### config.mk
export PLATFORM = sky130hd
export DESIGN_NAME = imageProcessor
export DESIGN_NICKNAME = d
export VERILOG_FILES = /design/src/videoPkg.sv /design/src/imageProcessor.sv /design/src/pixelOptionBank.sv /design/src/videoStatsMeter.sv
export SDC_FILE = /design/constraint.sdc
export NUM_CORES = 1
export LEC_CHECK = 0
export ABC_CLOCK_PERIOD_IN_PS = 3620
export BUFFER_PORTS_ARGS = -buffer_cell sky130_fd_sc_hd__buf_2
export CAP_MARGIN = 5
export CELL_PAD_IN_SITES_DETAIL_PLACEMENT = 1
export CELL_PAD_IN_SITES_GLOBAL_PLACEMENT = 1
export CORE_ASPECT_RATIO = 1.75
export CORE_MARGIN = 2
export CORE_UTILIZATION = 49
export DETAILED_ROUTE_END_ITERATION = 16
export HOLD_SLACK_MARGIN = 0.1
export PLACE_DENSITY = 0.87
export SYNTH_ARGS = -nofsm -noshare
export SYNTH_HDL_FRONTEND = slang
export SYNTH_SLANG_ARGS = --single-unit
### constraint.sdc
create_clock -name iClk -period 3.62 [get_ports iClk]
set_input_delay 0.724 -clock iClk [delete_from_list [all_inputs] [get_ports iClk]]
set_output_delay 0.724 -clock iClk [all_outputs]
set_load 0.02 [all_outputs]
### src/videoPkg.sv
package videoPkg;

    // One colour sample, r in the top byte
    typedef struct packed {
        logic [7:0] r;
        logic [7:0] g;
        logic [7:0] b;
    } pixelT;

    // Sync levels that travel with every pixel
    typedef struct packed {
        logic hSync;
        logic vSync;
        logic lineValid;
        logic frameValid;
    } syncT;

    // One stream beat, pixel plus syncs
    typedef struct packed {
        pixelT pixel;
        syncT  sync;
    } videoT;

    // Debug output word
    typedef logic [23:0] debugWordT;

    // Pixel operation select, bits 2..0 of the control word
    typedef logic [2:0] optionSelT;

    // Debug source select, bits 4..3 of the control word
    typedef logic [1:0] debugSelT;

    // Active width or height of a frame
    typedef logic [11:0] dimT;

    // Per-pixel operation codes
    typedef enum logic [2:0] {
        optPass      = 3'd0,
        optGray      = 3'd1,
        optInvert    = 3'd2,
        optThreshold = 3'd3,
        optRedOnly   = 3'd4,
        optSwapRB    = 3'd5,
        optHalf      = 3'd6,
        optBlack     = 3'd7
    } optionCodeT;

    // Luma level at or above which optThreshold gives white
    localparam logic [7:0] ThresholdLevel = 8'd128;

endpackage

### src/imageProcessor.sv
`timescale 1ns/1ps

module imageProcessor
    import videoPkg::*;
#(
    // Measurement window in clock cycles, one second at 25 MHz
    parameter int WindowTicks = 25000000
) (
    input  logic       iClk,
    input  logic       rstN,
    input  videoT      videoIn,
    input  logic [4:0] debugCtrl,
    output videoT      videoOut,
    output debugWordT  debugOut
);

    // Control word fields
    optionSelT optionSel;
    debugSelT  debugSel;

    // Measurements from the meter
    debugWordT resolution;
    debugWordT frameRate;

    assign optionSel = debugCtrl[2:0];
    assign debugSel  = debugCtrl[4:3];

    // Stream statistics from the sync levels
    videoStatsMeter #(
        .WindowTicks (WindowTicks)
    ) uStatsMeter (
        .iClk       (iClk),
        .rstN       (rstN),
        .sync       (videoIn.sync),
        .resolution (resolution),
        .frameRate  (frameRate)
    );

    // Pixel path, one cycle latency
    pixelOptionBank uOptionBank (
        .iClk     (iClk),
        .rstN     (rstN),
        .videoIn  (videoIn),
        .option   (optionSel),
        .videoOut (videoOut)
    );

    // Debug source mux
    // Combinational so the word follows debugCtrl in the same cycle
    always_comb begin
        case (debugSel)
            2'd0:    debugOut = resolution;
            2'd1:    debugOut = frameRate;
            // Echo of the active operation
            2'd2:    debugOut = debugWordT'(optionSel);
            default: debugOut = '0;
        endcase
    end

endmodule

### src/pixelOptionBank.sv
`timescale 1ns/1ps

module pixelOptionBank
    import videoPkg::*;
(
    input  logic      iClk,
    input  logic      rstN,
    input  videoT     videoIn,
    input  optionSelT option,
    output videoT     videoOut
);

    // Input channels
    logic [7:0] inR;
    logic [7:0] inG;
    logic [7:0] inB;

    // Luma estimate, (r + 2g + b) / 4
    logic [9:0] lumaSum;
    logic [7:0] gray;

    // Candidate results
    pixelT grayPix;
    pixelT invertPix;
    pixelT thresholdPix;
    pixelT redOnlyPix;
    pixelT swapPix;
    pixelT halfPix;
    pixelT selPix;

    assign inR = videoIn.pixel.r;
    assign inG = videoIn.pixel.g;
    assign inB = videoIn.pixel.b;

    // Ten bits hold 255 + 510 + 255
    assign lumaSum = {2'b00, inR} + {1'b0, inG, 1'b0} + {2'b00, inB};
    assign gray    = lumaSum[9:2];

    assign grayPix = '{r: gray, g: gray, b: gray};

    // 255 minus x is the bitwise complement
    assign invertPix = '{r: ~inR, g: ~inG, b: ~inB};

    always_comb begin
        if (gray >= ThresholdLevel) begin
            thresholdPix = '{r: 8'hFF, g: 8'hFF, b: 8'hFF};
        end else begin
            thresholdPix = '0;
        end
    end

    assign redOnlyPix = '{r: inR, g: 8'h00, b: 8'h00};
    assign swapPix    = '{r: inB, g: inG, b: inR};
    assign halfPix    = '{r: inR >> 1, g: inG >> 1, b: inB >> 1};

    // Operation mux
    always_comb begin
        selPix = videoIn.pixel;
        case (optionCodeT'(option))
            optPass:      selPix = videoIn.pixel;
            optGray:      selPix = grayPix;
            optInvert:    selPix = invertPix;
            optThreshold: selPix = thresholdPix;
            optRedOnly:   selPix = redOnlyPix;
            optSwapRB:    selPix = swapPix;
            optHalf:      selPix = halfPix;
            // Black frame but syncs still pass
            optBlack:     selPix = '0;
            default:      selPix = videoIn.pixel;
        endcase
    end

    // One cycle of latency for pixel and syncs alike
    always_ff @(posedge iClk or negedge rstN) begin
        if (!rstN) begin
            videoOut <= '0;
        end else begin
            videoOut.pixel <= selPix;
            videoOut.sync  <= videoIn.sync;
        end
    end

    // Syncs leave exactly one cycle after they came in
    syncDelayCheck: assert property (
        @(posedge iClk) disable iff (!rstN)
        $past(rstN) |-> (videoOut.sync == $past(videoIn.sync))
    );

endmodule

### src/videoStatsMeter.sv
`timescale 1ns/1ps

module videoStatsMeter
    import videoPkg::*;
#(
    parameter int WindowTicks = 25000000
) (
    input  logic      iClk,
    input  logic      rstN,
    input  syncT      sync,
    output debugWordT resolution,
    output debugWordT frameRate
);

    // Tick counter width, at least one bit
    localparam int TickW = (WindowTicks > 1) ? $clog2(WindowTicks) : 1;
    localparam logic [TickW-1:0] LastTick = TickW'(WindowTicks - 1);

    // Previous sync levels for edge detection
    logic lineValidDly;
    logic frameValidDly;
    logic lineFall;
    logic frameFall;

    // Running counters
    dimT              widthCnt;
    dimT              heightCnt;
    debugWordT        frameCnt;
    logic [TickW-1:0] tickCnt;
    logic             lastTick;

    // Results of the last completed line and frame
    dimT       widthReg;
    dimT       heightReg;
    debugWordT frameRateReg;

    // Falling edges, seen in the first cycle the level is low
    assign lineFall  = lineValidDly & ~sync.lineValid;
    assign frameFall = frameValidDly & ~sync.frameValid;
    assign lastTick  = (tickCnt == LastTick);

    always_ff @(posedge iClk or negedge rstN) begin
        if (!rstN) begin
            lineValidDly  <= 1'b0;
            frameValidDly <= 1'b0;
        end else begin
            lineValidDly  <= sync.lineValid;
            frameValidDly <= sync.frameValid;
        end
    end

    // Width counts active cycles of one line
    always_ff @(posedge iClk or negedge rstN) begin
        if (!rstN) begin
            widthCnt <= '0;
            widthReg <= '0;
        end else if (lineFall) begin
            widthReg <= widthCnt;
            widthCnt <= '0;
        end else if (sync.lineValid && (widthCnt != '1)) begin
            // Saturates at the largest width
            widthCnt <= widthCnt + 1'b1;
        end
    end

    // Height counts line ends inside the frame
    always_ff @(posedge iClk or negedge rstN) begin
        if (!rstN) begin
            heightCnt <= '0;
            heightReg <= '0;
        end else if (frameFall) begin
            heightReg <= heightCnt;
            heightCnt <= '0;
        end else if (lineFall && sync.frameValid && (heightCnt != '1)) begin
            heightCnt <= heightCnt + 1'b1;
        end
    end

    // Window timer, wraps after WindowTicks cycles
    always_ff @(posedge iClk or negedge rstN) begin
        if (!rstN) begin
            tickCnt <= '0;
        end else if (lastTick) begin
            tickCnt <= '0;
        end else begin
            tickCnt <= tickCnt + 1'b1;
        end
    end

    // Frame ends per window
    always_ff @(posedge iClk or negedge rstN) begin
        if (!rstN) begin
            frameCnt     <= '0;
            frameRateReg <= '0;
        end else if (lastTick) begin
            // A frame ending on the last tick still belongs to this window
            frameRateReg <= frameCnt + debugWordT'(frameFall);
            frameCnt     <= '0;
        end else if (frameFall) begin
            frameCnt <= frameCnt + 1'b1;
        end
    end

    // Width in the upper half, height in the lower
    assign resolution = {widthReg, heightReg};
    assign frameRate  = frameRateReg;

    // Timer never leaves its window
    tickRangeCheck: assert property (
        @(posedge iClk) disable iff (!rstN)
        int'(tickCnt) < WindowTicks
    );

    // Outside a frame the height count only holds or clears
    heightHoldCheck: assert property (
        @(posedge iClk) disable iff (!rstN)
        !sync.frameValid |=> (heightCnt == $past(heightCnt)) || (heightCnt == '0)
    );

endmodule
* Yosys cells after proc, flatten, opt, wreduce, memory -nomap -nowiden
Index checks and enable logic that the tools add are counted.
** Cells by class
- Equal/unequal tests :: 12
- Divide/modulo/power cells :: 0
- Multiply operators :: 0
- Reduce and logical (&&, ||, !) cells :: 8
- Magnitude comparators :: 1
- $add $sub $neg :: 7
- Shifts and indexed selects :: 0
- Bitwise logic cells :: 7
- Muxes and demuxes :: 10
** Operators with widths (number)
- 24-bit one-hot mux with 8 select lines :: 1
- 24-bit two-way mux :: 3
- 24-bit one-hot mux with 3 select lines :: 1
- 12-bit two-way mux :: 4
- 25-bit by 1-bit adder with 25-bit output (second input constant) :: 1
- 25-bit == test (second input constant) :: 1
- 25-bit two-way mux :: 1
- 12-bit by 1-bit adder with 12-bit output (second input constant) :: 2
- 24-bit by 1-bit adder with 24-bit output :: 1
- 24-bit by 1-bit adder with 24-bit output (second input constant) :: 1
- 12-bit inequality test (second input constant) :: 2
- 8-bit inverter :: 3
- 3-bit == test (second input constant) :: 4
- 10-bit by 8-bit adder with 10-bit output :: 1
- 8-bit by 9-bit adder with 10-bit output :: 1
- 8-bit greater-or-equal comparator (second input constant) :: 1
- 3-bit by 2-bit == test with 1-bit output (second input constant) :: 2
- 2-bit nonzero test :: 3
- 3-bit by 1-bit == test with 1-bit output (second input constant) :: 1
- 1-bit logical AND :: 3
- 3-bit zero test :: 1
- 1-bit AND :: 2
- 2-bit by 1-bit == test with 1-bit output (second input constant) :: 1
- 2-bit == test (second input constant) :: 1
- other kinds (2) :: 3
** Word-level totals
- Register bits after elaboration :: 149
- Bits of input ports :: 35
- Word-level logic and storage cells :: 59
- Bits in read-only memories :: 0
- Latch bits :: 0
- RAM bits :: 0
- Memories :: 0

* Longest topological paths before layout
- Word-level depth :: 6
- Mapped depth :: 10
- Depth with buffers taken out :: 9

* By module
From an unflattened synthesis, not the netlist that was laid out.
** Second synthesis, totals
- Cell total of the unflattened synthesis :: 944
- Area, all modules :: 8847.2 um2
** By module, submodules not included
- videoStatsMeter :: times used 1, area an instance 6231.0 um2, cells each 631, seq. area each 3078.0 um2
- pixelOptionBank :: times used 1, area an instance 2198.4 um2, cells each 258, seq. area each 700.7 um2
- imageProcessor :: times used 1, area an instance 417.9 um2, cells each 55, seq. area each 0.0 um2

* Least setup slack after synthesis
Ideal clock, no wire load.
- Path type :: input to register
- Start point :: in videoIn[5] in the netlist's numbering
- End point :: reg uOptionBank.videoOut[24] (netlist name)
- Path buffers :: 1
- Setup time :: 0.088 ns
- Data arrival time :: 2.846 ns
- Stages on the path :: 10
- Path slack :: 0.685 ns
- Path through :: inv_1 -> fa_1 -> nand3b_1 -> fa_1 -> nand2b_1 -> a211oi_1 -> o21ba_2 -> nand2_1 -> buf_2 -> a41oi_1
** RTL lines
- from (decl) :: line imageProcessor.sv:11 : input videoT videoIn,

==> reports/metrics.csv <==
metric,value,unit
status,"complete, no violations",
cts_hold_buf,0,
gp_congestion,0.919,
die_w,103,um
ys_ff_latch,149,
grt_max_degree,77,
htree_levels,4,
fp-row-count,63,
insertion_delay,430,ps
clock-sinks,149,
vias_per_cell,6.09,
worst_pin_slew,811,ps
powerDensity,475,nW/um2
num_antenna_cells,0,
crit_path_end_kind,flop,
setup_tns,0,ps
syn_nets,987,
hold_viol_final,0,
cts_resized,0,
fin_cells,1236,
critPathKind,primary input to flop,
final_cell_mix,"dfrtp_1 (149), nor2_1 (142), nand2_1 (111)",
fp.coreArea,16900,um2
clock_path_buffers,2,
die-area,18300,um2
fin_crit_sh,0.850,
post-route-min-period,3080,ps
dp.cells,1205,
yosysWarnings,0,
drt_iter0_drc,453,
fmax,325,MHz
antenna_found_initial,0,
hold_path_class,primary input to asynchronous set/reset pin,
drc,0,
peakVddDrop,0.246,mV
track_usage,0.314,
stdcell_area,9660,um2
synth-seq-area-share,0.443,
portBuffers,86,
nets,1053,
maxSlewHeadroom,0.458,
syn-cell-area,8420,um2
grt_overflow,0,
post_synth.cell_area_avg,9.04,um2
path_clk_slew,60,ps
placed_cell_area,9010,um2
area_delta_synth_final,14.7,%
dp_hpwl,17700,um
cts_root_buf,clkbuf_16,
synth_edf_count,0,
antenna_left,0,
grt_pass1_vias,8230,
fp.dieH,177,um
timing_max_transition_violations_final,0,
arrival,3410,ps
wire_per_inst,21.7,um
cts_setup_buffers,0,
drv_cap,0,
synthDistinctLibCells,65,
finalClockSkew,11.6,ps
final_common_cell,dfrtp_1,
ios,87,
p_leak,0.00445,uW
grt_pass1_wl,43800,um
cts_tree,built,
synth_flop_cell,dfrtp_1,
setup_viol,0,
cts_buffers,17,
rsz0062_at_grt,no,
crit_required,3960,ps
start_util,0.499,
vias,7530,
firstDrtPassIters,5,
crit_path_max_fanout,12,
drive_above_1_share,0.155,
netlist_instances,931,
ys_async_sr_fraction,1.00,
startpoint_type,primary input,
drt_wl_total,26800,um
-- cells in the mapped netlist, types with 13 or more instances --
| library cell | instances | area (um2) |
|---|---|---|
| a21oi_1 | 53 | 265 |
| buf_2 | 14 | 70.1 |
| clkbuf_1 | 27 | 101 |
| dfrtp_1 | 149 | 3730 |
| ha_1 | 13 | 163 |
| inv_1 | 25 | 93.8 |
| mux2i_1 | 34 | 340 |
| nand2_1 | 111 | 417 |
| nand3_1 | 46 | 230 |
| nand4_1 | 24 | 150 |
| nor2_1 | 142 | 533 |
| nor3_1 | 16 | 80.1 |
| o21ai_0 | 40 | 200 |
| xnor2_1 | 26 | 228 |
| xor2_1 | 54 | 473 |
-- worst max-delay path: stages --
cell and delay (ps):
buf_2 120, inv_1 70, fa_1 470, nand3b_1 250, fa_1 450, nand2b_1 210, a211oi_1 240, o21ba_2 230
nand2_1 280, a41oi_1 350
-- state kept, by name, indices dropped and copies added (netlist names) --
signal	cells
uStatsMeter.tickCnt	25
uStatsMeter.heightCnt	12
uStatsMeter.heightReg	12
uStatsMeter.frameRate	24
uStatsMeter.widthCnt	12
uStatsMeter.widthReg	12
uOptionBank.videoOut	28
uStatsMeter.frameCnt	24
-- path summary, 6_finish.rpt --
check                                                      from                                     to  slack [ps]  cells past startpoint
min                                                        rstN       uStatsMeter.tickCnt[8]$_DFF_PN0_         300                      1
max                                                  videoIn[5]     uOptionBank.videoOut[16]$_DFF_PN0_         540                     10
min reg2reg                uStatsMeter.heightReg[7]$_DFFE_PN0P_   uStatsMeter.heightReg[7]$_DFFE_PN0P_         480                      2
max reg2reg                   uStatsMeter.tickCnt[10]$_DFF_PN0_  uStatsMeter.frameRate[16]$_DFFE_PN0N_        1040                      6
min in group iClk                                    videoIn[2]      uOptionBank.videoOut[2]$_DFF_PN0_         400                      1
max in group asynchronous                                  rstN       uStatsMeter.tickCnt[0]$_DFF_PN0_        2470                      2
-- kinds of logic after synthesis --
logic type,synth area share
simple gates,0.229
compound gates,0.119
flops,0.443
buf+inv,0.0428
xor+xnor,0.0832
mux,0.0444
fa+ha+maj,0.0383
-- per-layer routing --
| layer | global-route usage | part of all wire | up-vias |
|---|---|---|---|
| li1 | - | - | 3347 |
| met1 | 0.346 | 0.37 | 3814 |
| met2 | 0.561 | 0.55 | 261 |
| met3 | 0.0465 | 0.030 | 108 |
| met4 | 0.174 | 0.059 | 0 |
| met5 | 0 | 0 | - |
-- final cells by class --
type                            instances  area (um2)
Clock buffer                           18         439
Clock inverter                         13         205
Fill cell                            2012        7210
Inverter                               25        93.8
Multi-Input combinational cell        701        4330
Sequential cell                       149        3730
Tap cell                              227         284
Timing Repair Buffer                  103         577
-- power by group --
part	switching (uW)	leakage (uW)	internal, uW
clock	737	0.000308	1240
sequential	97.0	0.00188	1760
combinational	492	0.00226	261
total	1330	0.00445	3260
-- metrics by stage --
stage / util / hold WS (ps) / setup slack [ps] / power [uW]
finish: 0.573 / 303 / 542 / 4590
global route: 0.573 / 340 / 314 / 4740
CTS: 0.573 / 327 / 532 / 4590
detailed placement: 0.534 / 454 / 75.8 / 2620
global placement: 0.534 / 447 / 189 / 2580
floorplan: - / 423 / 685 / 2320
No activity file was read; power rests on OpenSTA's default activity.
